===== src/hdl/fpu_mul_settings.svh =====
// widths assume single precision; exponent kept 10 bits wide so negative sums stay visible
`ifndef FPU_MUL_SETTINGS_SVH
`define FPU_MUL_SETTINGS_SVH

//////////////////////////////////////////////////////////////////////
// operand and result widths
//////////////////////////////////////////////////////////////////////

// extended biased exponent, bit 9 flags a negative sum
`define FPU_EXP_W 10
// fraction including the hidden bit
`define FPU_FRACT_W 24
// right-shift amount for the align stage
`define FPU_SHR_W 5
// half of a 32-bit multiplier input
`define FPU_PART_W 16
// 26 fraction bits plus round and sticky
`define FPU_RES_FRACT_W 28

// single precision bias
`define FPU_BIAS 127
// advancing edges from start to ready
`define FPU_MUL_LATENCY 4

`endif

===== src/hdl/fpu_mul_pkg.sv =====
// struct fields are msb first; widths come from the settings header, shared with the testbench
`include "fpu_mul_settings.svh"

package fpu_mul_pkg;

  // one unpacked operand, hidden bit already restored
  typedef struct packed {
    logic                    sign;
    logic [`FPU_EXP_W-1:0]   exp10;
    logic [`FPU_FRACT_W-1:0] fract24;
    logic                    inf;
    logic                    zero;
  } fpu_operand_t;

  // nan info decoded upstream, carried unchanged
  typedef struct packed {
    logic snan;
    logic qnan;
    logic anan_sign;
  } fpu_nan_t;

  // exception flags travelling down the pipe
  typedef struct packed {
    logic     inv;
    logic     inf;
    fpu_nan_t nan;
    // force result to zero
    logic     opc_0;
    logic     signc;
  } fpu_flags_t;

  // stage 0 register
  typedef struct packed {
    fpu_flags_t              flags;
    logic [`FPU_EXP_W-1:0]   exp10a;
    logic [`FPU_EXP_W-1:0]   exp10b;
    logic [`FPU_FRACT_W-1:0] fract24a;
    logic [`FPU_FRACT_W-1:0] fract24b;
    logic [`FPU_SHR_W-1:0]   nlza;
    logic [`FPU_SHR_W-1:0]   nlzb;
  } fpu_prenorm_t;

  // stage 2 register, alongside the partial products
  typedef struct packed {
    fpu_flags_t            flags;
    logic [`FPU_EXP_W-1:0] exp10c;
    logic [`FPU_SHR_W-1:0] shrx;
    logic [`FPU_EXP_W-1:0] exp10rx;
  } fpu_align_t;

  // output bundle for the align and round stage
  typedef struct packed {
    logic                        sign;
    logic [`FPU_SHR_W-1:0]       shr;
    logic [`FPU_EXP_W-1:0]       exp10shr;
    logic [`FPU_EXP_W-1:0]       exp10sh0;
    logic [`FPU_RES_FRACT_W-1:0] fract28;
    logic                        inv;
    logic                        inf;
    logic                        snan;
    logic                        qnan;
    logic                        anan_sign;
  } fpu_mul_res_t;

endpackage


===== src/hdl/fpu_mul_top.sv =====
// adv_i low stalls the whole pipe; flush_i drops in-flight results but keeps data registers
`include "fpu_mul_settings.svh"

module fpu_mul_top
  import fpu_mul_pkg::*;
(
  input  logic         clk,
  input  logic         rst,
  input  logic         flush_i,
  input  logic         adv_i,
  input  logic         start_i,
  input  fpu_operand_t opa_i,
  input  fpu_operand_t opb_i,
  input  fpu_nan_t     nan_i,
  output fpu_mul_res_t res_o,
  output logic         rdy_o
);

  // stage 0 to stage 1
  fpu_prenorm_t            s0;
  logic                    s0_rdy;
  // normalized fractions into the multiplier
  logic [`FPU_FRACT_W-1:0] fa;
  logic [`FPU_FRACT_W-1:0] fb;
  logic                    mul_go;
  // stage 2 beside the partial products
  fpu_align_t              s2;
  logic                    s2_rdy;

  //////////////////////////////////////////////////////////////////////
  // pipeline stages
  //////////////////////////////////////////////////////////////////////

  fpu_mul_prenorm prenorm_inst (
    .clk     (clk),
    .rst     (rst),
    .flush_i (flush_i),
    .adv_i   (adv_i),
    .start_i (start_i),
    .opa_i   (opa_i),
    .opb_i   (opb_i),
    .nan_i   (nan_i),
    .s0_o    (s0),
    .rdy_o   (s0_rdy)
  );

  fpu_mul_expalign expalign_inst (
    .clk      (clk),
    .rst      (rst),
    .flush_i  (flush_i),
    .adv_i    (adv_i),
    .s0_i     (s0),
    .s0_rdy_i (s0_rdy),
    .fa_o     (fa),
    .fb_o     (fb),
    .mul_go_o (mul_go),
    .s2_o     (s2),
    .rdy_o    (s2_rdy)
  );

  fpu_mul_core core_inst (
    .clk      (clk),
    .rst      (rst),
    .flush_i  (flush_i),
    .adv_i    (adv_i),
    .fa_i     (fa),
    .fb_i     (fb),
    .mul_go_i (mul_go),
    .s2_i     (s2),
    .s2_rdy_i (s2_rdy),
    .res_o    (res_o),
    .rdy_o    (rdy_o)
  );

endmodule


===== src/hdl/fpu_mul_core.sv =====
// two-stage 32x32 multiply on left-justified fractions; result is unrounded, sticky in bit 0
`include "fpu_mul_settings.svh"

module fpu_mul_core
  import fpu_mul_pkg::*;
(
  input  logic                    clk,
  input  logic                    rst,
  input  logic                    flush_i,
  input  logic                    adv_i,
  input  logic [`FPU_FRACT_W-1:0] fa_i,
  input  logic [`FPU_FRACT_W-1:0] fb_i,
  input  logic                    mul_go_i,
  input  fpu_align_t              s2_i,
  input  logic                    s2_rdy_i,
  output fpu_mul_res_t            res_o,
  output logic                    rdy_o
);

  localparam int part_w = `FPU_PART_W;
  // product bits above the untouched low half of al*bl
  localparam int sum_w  = 3 * part_w;

  // multiplier inputs, [1] high half, [0] low half
  logic [1:0][part_w-1:0] mul_a_q;
  logic [1:0][part_w-1:0] mul_b_q;
  // partial products
  logic [2*part_w-1:0]    pp_ll;
  logic [2*part_w-1:0]    pp_lh;
  logic [2*part_w-1:0]    pp_hl;
  logic [2*part_w-1:0]    pp_hh;
  // product bits 63..16
  logic [sum_w-1:0]       sum48;
  logic                   sticky;

  //////////////////////////////////////////////////////////////////////
  // multiplier input registers
  //////////////////////////////////////////////////////////////////////

  // fraction padded with zeros to 32 bits
  always_ff @(posedge clk) begin
    if (adv_i && mul_go_i) begin
      mul_a_q <= {fa_i, {(2 * part_w - `FPU_FRACT_W){1'b0}}};
      mul_b_q <= {fb_i, {(2 * part_w - `FPU_FRACT_W){1'b0}}};
    end
  end

  // first half: four 16x16 products
  always_ff @(posedge clk) begin
    if (adv_i) begin
      pp_ll <= mul_a_q[0] * mul_b_q[0];
      pp_lh <= mul_a_q[0] * mul_b_q[1];
      pp_hl <= mul_a_q[1] * mul_b_q[0];
      pp_hh <= mul_a_q[1] * mul_b_q[1];
    end
  end

  //////////////////////////////////////////////////////////////////////
  // second half: product sum and output register
  //////////////////////////////////////////////////////////////////////

  // low 16 bits of pp_ll feed only the sticky bit
  assign sum48 = {pp_hh, {part_w{1'b0}}}
               + {{part_w{1'b0}}, pp_lh}
               + {{part_w{1'b0}}, pp_hl}
               + {{(2 * part_w){1'b0}}, pp_ll[2*part_w-1:part_w]};

  // everything below the 27 kept bits
  assign sticky = (|sum48[sum_w-`FPU_RES_FRACT_W:0]) | (|pp_ll[part_w-1:0]);

  always_ff @(posedge clk) begin
    if (adv_i) begin
      res_o.sign      <= s2_i.flags.signc;
      res_o.shr       <= s2_i.shrx;
      res_o.exp10shr  <= s2_i.exp10rx;
      res_o.exp10sh0  <= s2_i.exp10c;
      res_o.fract28   <= {sum48[sum_w-1 -: `FPU_RES_FRACT_W-1], sticky};
      res_o.inv       <= s2_i.flags.inv;
      res_o.inf       <= s2_i.flags.inf;
      res_o.snan      <= s2_i.flags.nan.snan;
      res_o.qnan      <= s2_i.flags.nan.qnan;
      res_o.anan_sign <= s2_i.flags.nan.anan_sign;
    end
  end

  // tail of the ready chain
  always_ff @(posedge clk or posedge rst) begin
    if (rst) begin
      rdy_o <= 1'b0;
    end else if (flush_i) begin
      rdy_o <= 1'b0;
    end else if (adv_i) begin
      rdy_o <= s2_rdy_i;
    end
  end

endmodule


===== src/hdl/fpu_mul_expalign.sv =====
// stages 1 and 2; exponent math is modulo 2^10, shift amount saturates at 31
`include "fpu_mul_settings.svh"

module fpu_mul_expalign
  import fpu_mul_pkg::*;
(
  input  logic                    clk,
  input  logic                    rst,
  input  logic                    flush_i,
  input  logic                    adv_i,
  input  fpu_prenorm_t            s0_i,
  input  logic                    s0_rdy_i,
  output logic [`FPU_FRACT_W-1:0] fa_o,
  output logic [`FPU_FRACT_W-1:0] fb_o,
  output logic                    mul_go_o,
  output fpu_align_t              s2_o,
  output logic                    rdy_o
);

  // stage 1 combinational
  logic [`FPU_EXP_W-1:0] exp_sum;
  logic [`FPU_EXP_W-1:0] exp10c;
  // stage 1 registers
  fpu_flags_t            s1_flags;
  logic [`FPU_EXP_W-1:0] s1_exp10c;
  logic                  s1_rdy;
  // stage 2 combinational
  logic                  exp10c_zero;
  logic [`FPU_EXP_W-1:0] shr_neg;
  logic [`FPU_EXP_W-1:0] shr_t;
  logic [`FPU_EXP_W-1:0] exp10rx;
  logic [`FPU_SHR_W-1:0] shrx;

  //////////////////////////////////////////////////////////////////////
  // stage 1: normalize fractions, sum exponents
  //////////////////////////////////////////////////////////////////////

  // left-justify, zeroed for a zero product
  assign fa_o = (s0_i.fract24a << s0_i.nlza) & {`FPU_FRACT_W{~s0_i.flags.opc_0}};
  assign fb_o = (s0_i.fract24b << s0_i.nlzb) & {`FPU_FRACT_W{~s0_i.flags.opc_0}};

  // core loads its multiplier inputs on the same edge
  assign mul_go_o = s0_rdy_i;

  // each exponent corrected by its own shift, bias taken once
  assign exp_sum = s0_i.exp10a - `FPU_EXP_W'(s0_i.nlza)
                 + s0_i.exp10b - `FPU_EXP_W'(s0_i.nlzb)
                 - `FPU_EXP_W'(`FPU_BIAS);
  assign exp10c  = exp_sum & {`FPU_EXP_W{~s0_i.flags.opc_0}};

  always_ff @(posedge clk) begin
    if (adv_i) begin
      s1_flags  <= s0_i.flags;
      s1_exp10c <= exp10c;
    end
  end

  always_ff @(posedge clk or posedge rst) begin
    if (rst) begin
      s1_rdy <= 1'b0;
    end else if (flush_i) begin
      s1_rdy <= 1'b0;
    end else if (adv_i) begin
      s1_rdy <= s0_rdy_i;
    end
  end

  //////////////////////////////////////////////////////////////////////
  // stage 2: right shift for negative or denormal results
  //////////////////////////////////////////////////////////////////////

  assign exp10c_zero = ~|s1_exp10c;
  // 1025 minus the sum, same value modulo 2^10
  assign shr_neg     = `FPU_EXP_W'(1) - s1_exp10c;

  always_comb begin
    if (s1_flags.opc_0) begin
      shr_t   = '0;
      exp10rx = '0;
    end else if (s1_exp10c[`FPU_EXP_W-1]) begin
      // negative sum
      shr_t   = shr_neg;
      exp10rx = `FPU_EXP_W'(1);
    end else if (exp10c_zero) begin
      // zero sum, potential denormal
      shr_t   = `FPU_EXP_W'(1);
      exp10rx = `FPU_EXP_W'(1);
    end else begin
      // normal, 1x.xx handled downstream
      shr_t   = '0;
      exp10rx = s1_exp10c;
    end
  end

  // anything above 31 saturates
  assign shrx = shr_t[`FPU_SHR_W-1:0] | {`FPU_SHR_W{|shr_t[`FPU_EXP_W-1:`FPU_SHR_W]}};

  always_ff @(posedge clk) begin
    if (adv_i) begin
      s2_o.flags   <= s1_flags;
      s2_o.exp10c  <= s1_exp10c;
      s2_o.shrx    <= shrx;
      s2_o.exp10rx <= exp10rx;
    end
  end

  always_ff @(posedge clk or posedge rst) begin
    if (rst) begin
      rdy_o <= 1'b0;
    end else if (flush_i) begin
      rdy_o <= 1'b0;
    end else if (adv_i) begin
      rdy_o <= s1_rdy;
    end
  end

endmodule


===== src/hdl/fpu_mul_prenorm.sv =====
// stage 0; operand nan detection and unpacking are done upstream, only flags are combined here
`include "fpu_mul_settings.svh"

module fpu_mul_prenorm
  import fpu_mul_pkg::*;
(
  input  logic         clk,
  input  logic         rst,
  input  logic         flush_i,
  input  logic         adv_i,
  input  logic         start_i,
  input  fpu_operand_t opa_i,
  input  fpu_operand_t opb_i,
  input  fpu_nan_t     nan_i,
  output fpu_prenorm_t s0_o,
  output logic         rdy_o
);

  // leading zero counts
  logic [`FPU_SHR_W-1:0] nlza;
  logic [`FPU_SHR_W-1:0] nlzb;
  // combined exception flags
  fpu_flags_t            flags;

  //////////////////////////////////////////////////////////////////////
  // exceptions and sign
  //////////////////////////////////////////////////////////////////////

  always_comb begin
    // zero times infinity, either order
    flags.inv   = (opa_i.zero & opb_i.inf) | (opb_i.zero & opa_i.inf);
    // any infinite input
    flags.inf   = opa_i.inf | opb_i.inf;
    flags.nan   = nan_i;
    // any zero input forces a zero product
    flags.opc_0 = opa_i.zero | opb_i.zero;
    flags.signc = opa_i.sign ^ opb_i.sign;
  end

  // denormals need pre-normalization
  fpu_mul_lzc lzc_a_inst (
    .fract_i (opa_i.fract24),
    .nlz_o   (nlza)
  );

  fpu_mul_lzc lzc_b_inst (
    .fract_i (opb_i.fract24),
    .nlz_o   (nlzb)
  );

  //////////////////////////////////////////////////////////////////////
  // stage 0 register
  //////////////////////////////////////////////////////////////////////

  // payload, frozen while adv_i is low
  always_ff @(posedge clk) begin
    if (adv_i) begin
      s0_o.flags    <= flags;
      s0_o.exp10a   <= opa_i.exp10;
      s0_o.exp10b   <= opb_i.exp10;
      s0_o.fract24a <= opa_i.fract24;
      s0_o.fract24b <= opb_i.fract24;
      s0_o.nlza     <= nlza;
      s0_o.nlzb     <= nlzb;
    end
  end

  // head of the ready chain
  always_ff @(posedge clk or posedge rst) begin
    if (rst) begin
      rdy_o <= 1'b0;
    end else if (flush_i) begin
      rdy_o <= 1'b0;
    end else if (adv_i) begin
      rdy_o <= start_i;
    end
  end

endmodule


===== src/hdl/fpu_mul_lzc.sv =====
// purely combinational; an all-zero fraction reports 0, callers must flag zero separately
`include "fpu_mul_settings.svh"

module fpu_mul_lzc (
  input  logic [`FPU_FRACT_W-1:0] fract_i,
  output logic [`FPU_SHR_W-1:0]   nlz_o
);

  //////////////////////////////////////////////////////////////////////
  // priority encoder
  //////////////////////////////////////////////////////////////////////

  always_comb begin
    // default covers the zero fraction
    nlz_o = '0;
    // scan up from the lsb
    // highest set bit is written last and wins
    for (int i = 0; i < `FPU_FRACT_W; i++) begin
      if (fract_i[i]) begin
        nlz_o = `FPU_SHR_W'(`FPU_FRACT_W - 1 - i);
      end
    end
  end

endmodule


===== config.mk =====
export PLATFORM = sky130hd
export DESIGN_NAME = fpu_mul_top
export DESIGN_NICKNAME = d
export VERILOG_FILES = /design/src/hdl/fpu_mul_pkg.sv /design/src/hdl/fpu_mul_top.sv /design/src/hdl/fpu_mul_core.sv /design/src/hdl/fpu_mul_expalign.sv /design/src/hdl/fpu_mul_prenorm.sv /design/src/hdl/fpu_mul_lzc.sv
export VERILOG_INCLUDE_DIRS = /design/src /design/src/hdl
export SDC_FILE = /design/constraint.sdc
export NUM_CORES = 2
export LEC_CHECK = 0
export BUFFER_PORTS_ARGS = -buffer_cell sky130_fd_sc_hd__buf_2
export CORE_MARGIN = 2
export CORE_UTILIZATION = 55
export DETAILED_ROUTE_END_ITERATION = 7
export PLACE_DENSITY = 0.72
export SLEW_MARGIN = 10
export SYNTH_ARGS = -nofsm -noshare
export SYNTH_HDL_FRONTEND = slang
export SYNTH_SLANG_ARGS = --single-unit

===== constraint.sdc =====
create_clock -name clk -period 7.4 [get_ports clk]
set_input_delay 1.11 -clock clk [delete_from_list [all_inputs] [get_ports clk]]
set_output_delay 1.11 -clock clk [all_outputs]
set_load 0.01 [all_outputs]

==> flow_metrics.py <==
metrics = {
    "worst_setup_path": {
        "crit_type": "flop to flop",
        "cp-end-kind": "flop",
        "cp_max_fo": 24,
        "required_ns": 7.72,
        "critical-path-top-delay-family": "adder cells",
        "cpMaxStageDelayCell": "edfxtp_1",
        "critPathMaxStageDelay_ns": 0.97,
        "ff2ff_path_depth": 20,
        "rrSetupSlack_ns": 0.33,
        "rr_endpoint": "core_inst.pp_hh[31]",
        "crit_top_cell": "fa_1",
        "startpoint_type": "flop",
        "crit_buf_inv": 3,
        "arrival_ns": 7.39,
        "r2r_start": "core_inst.mul_b_q[18]",
        "cp_cell_sequence": "nand2_1, fa_1, fa_1, inv_1, fa_1, inv_1, fa_1, fa_1, fa_1, inv_1, ha_1, and4_1, and2_1, a311oi_2, a211oi_1, or3_4, o31ai_4, o2111ai_1, a21oi_1, xnor2_1",
    },
    "power_and_ir_drop": {
        "powerDensity_mw_per_mm2": 431,
        "power_frac_clock": 0.121,
        "power.leakage_nw": 16.6,
        "combPwrFrac": 0.662,
        "internal_power_mw": 8.65,
        "irDropWorstVdd_v": 0.000578,
        "switchingPower_mw": 7.09,
        "p_seq_frac": 0.216,
        "switching_share": 0.451,
    },
    "synthesis": {
        "synth_enable_flop_cells": 334,
        "synth_common_cells": "inv_1 (503), fa_1 (434), nand2_1 (424)",
        "synth_top_area_frac": 0.296,
        "syn_inst": 3274,
        "yosysTopAreaCell": "edfxtp_1",
        "syn_nets": 4062,
        "synth.area.top_cells": "edfxtp_1 (30%), fa_1 (26%), ha_1 (10%)",
        "synth-async-reset-ratio": 0.0118,
        "synth_seq_cells": 338,
        "syn_area_mm2": 0.0339,
        "yosysSeqAreaShare": 0.299,
        "synth.most_common_cell": "inv_1",
        "synth_top_flop_cell": "edfxtp_1",
        "syn_area_per_cell_um2": 10.3,
        "synth.distinct_cells": 70,
        "ys_warn_count": 0,
    },
    "placement": {
        "hpwl_um": 58800,
        "port_buffers": 140,
        "placedInstanceArea_mm2": 0.0353,
        "place_congestion": 0.900,
    },
    "grt": {
        "grt_pass1_vias": 24606,
        "overflow": 0,
        "antenna_found_initial": 1,
        "grt_max_degree": 162,
        "grt_pass1_wl_um": 125000,
        "grt.total_usage": 0.247,
    },
    "die": {
        "die_area_mm2": 0.0635,
        "rows": 90,
        "die_x_um": 252,
        "start_util": 0.559,
        "chipHeight_um": 252,
        "pin_count": 142,
        "core_area_mm2": 0.0606,
    },
    "drt": {
        "vias_per_cell": 5.53,
        "drt-initial-drc-count": 1454,
        "firstDrtPassIters": 5,
        "routed-via-count": 23007,
        "drt_wl_total_um": 75300,
        "wl_per_cell_um": 18.1,
        "ant_nets": 0,
        "drc": 0,
    },
    "clock_network": {
        "cts_tree": "yes",
        "clk_pin_slew_ns": 0.06,
        "cts_resized": 0,
        "clock_path_buffers": 3,
        "cts_root_buffer": "clkbuf_16",
        "cts_buffers": 40,
        "cts-htree-levels": 2,
        "post_cts_buffers": 0,
        "hold_buffers": 0,
        "insertion_delay_ns": 0.60,
        "cts_sinks": 338,
    },
    "final_layout": {
        "fin_nets": 4136,
        "diodes": 0,
        "final_area_mm2": 0.0365,
        "area_delta_synth_final_pct": 7.95,
        "drive_gt1_frac": 0.0812,
    },
    "outcome": {
        "status": "finished, final reports clean",
    },
    "timing": {
        "fin_crit_ns": 7.07,
        "fmax_ghz": 0.141,
        "setup_viol": 0,
        "worstMarginPinSlew_ns": 1.17,
        "rsz0062_at_grt": "no",
        "period_share": 0.955,
        "slew_headroom": 0.219,
        "fin_worst_skew_ns": 0.0495,
        "slew_violations": 0,
        "fin_tns_setup_ns": 0,
        "hold_viol_final": 0,
    },
    "worst_hold_path": {
        "min-delay-path-class": "input port to asynchronous set/reset pin",
    },
    "job": {
        "maxCapViolCount": 0,
    },
}
## worst max-delay path by stage
stage / end / startpoint / depth (start not counted) / slack, ns
6_report: core_inst.pp_hh[31] / core_inst.mul_b_q[18] / 20 / 0.33
5_1_grt: core_inst.pp_hh[31] / core_inst.mul_b_q[18] / 20 / 0.009
4_1_cts: core_inst.pp_hh[31] / core_inst.mul_b_q[17] / 20 / 0.35
3_5_place_dp: core_inst.pp_hh[31] / core_inst.mul_b_q[18] / 20 / 0.42
3_3_place_gp: core_inst.pp_hh[31] / core_inst.mul_b_q[18] / 20 / 0.57
2_1_floorplan: core_inst.pp_hh[31] / core_inst.mul_a_q[25] / 22 / 1.21
## state kept, by name (all words and copies together), names as in the netlist
signal	count
expalign_inst.s1_flags	7
core_inst.pp_ll	16
core_inst.pp_hl	24
core_inst.rdy_o	1
expalign_inst.rdy_o	1
core_inst.pp_hh	32
expalign_inst.s1_rdy	1
expalign_inst.s1_exp10c	10
prenorm_inst.s0_o	85
core_inst.res_o	58
prenorm_inst.rdy_o	1
core_inst.mul_a_q	24
expalign_inst.s2_o	30
core_inst.pp_lh	24
core_inst.mul_b_q	24
## power by group through the flow
| stage | Combinational [mW] | Clock, mW | Sequential (mW) |
|---|---|---|---|
| 2_1_floorplan | 7.80 | 0 | 3.36 |
| 3_3_place_gp | 9.94 | 0 | 3.43 |
| 3_5_place_dp | 10.3 | 0 | 3.45 |
| 4_1_cts | 10.4 | 1.95 | 3.41 |
| 5_1_grt | 11.7 | 2.02 | 3.47 |
| 6_report | 10.4 | 1.91 | 3.41 |
## cells in the final DEF, fill, tap and decap left out, types with 7 or more instances in the layout
cell         n
a311oi_1     8
xnor2_1     94
mux2_2      10
o21a_1      23
xor2_1      26
o21ai_0     50
o31ai_1      7
nor3_1      40
mux4_2      14
nor2b_1     29
mux2i_1     36
a211oi_1    55
buf_4       31
buf_2      139
a21o_1      26
nor2_1     167
and2_1     270
and3_1      13
clkbuf_16   40
nand2b_1    19
nor4_1      16
edfxtp_1   334
fa_1       434
nand2_1    424
o21bai_1    18
a21boi_0     8
nand3_1     30
ha_1       272
a21oi_1    122
nand4_1      7
or2_2        9
inv_1      503
## cell type report
| cell class | count | area, um2 |
|---|---|---|
| sequential | 338 | 10100 |
| clock inverter | 24 | 256 |
| fill | 4968 | 24000 |
| inverter | 505 | 1900 |
| clock buffer | 45 | 1020 |
| multi-input combinational | 2291 | 21300 |
| timing repair buffer | 172 | 963 |
| tap | 782 | 978 |
## cell families after synthesis
logic type,synth area share
xor+xnor,0.0310
simple gates,0.147
other cells,0.000111
flops,0.299
buf+inv,0.0716
compound gates,0.0700
fa+ha+maj,0.357
mux,0.0233
## per-stage QoR
step / utilization / worst slack [ns] / power, mW / cells / hold slack [ns]
floorplan: - / 1.21 / 11.2 / 3274 / 0.400
global placement: 0.582 / 0.566 / 13.4 / 4088 / 0.400
detailed placement: 0.582 / 0.420 / 13.8 / 4088 / 0.405
CTS: 0.603 / 0.353 / 15.8 / 4157 / 0.394
global route: 0.603 / 0.00922 / 17.2 / 4157 / 0.412
finish: 0.603 / 0.331 / 15.7 / 4157 / 0.418
## routing by layer
layer	track usage	vias up	wire length (um)
li1	-	10748	-
met4	0.0806	2	2410
met1	0.316	11458	31200
met3	0.0360	160	4180
met2	0.433	639	37500
met5	0	-	13
Power figures use the tool's default switching activity.
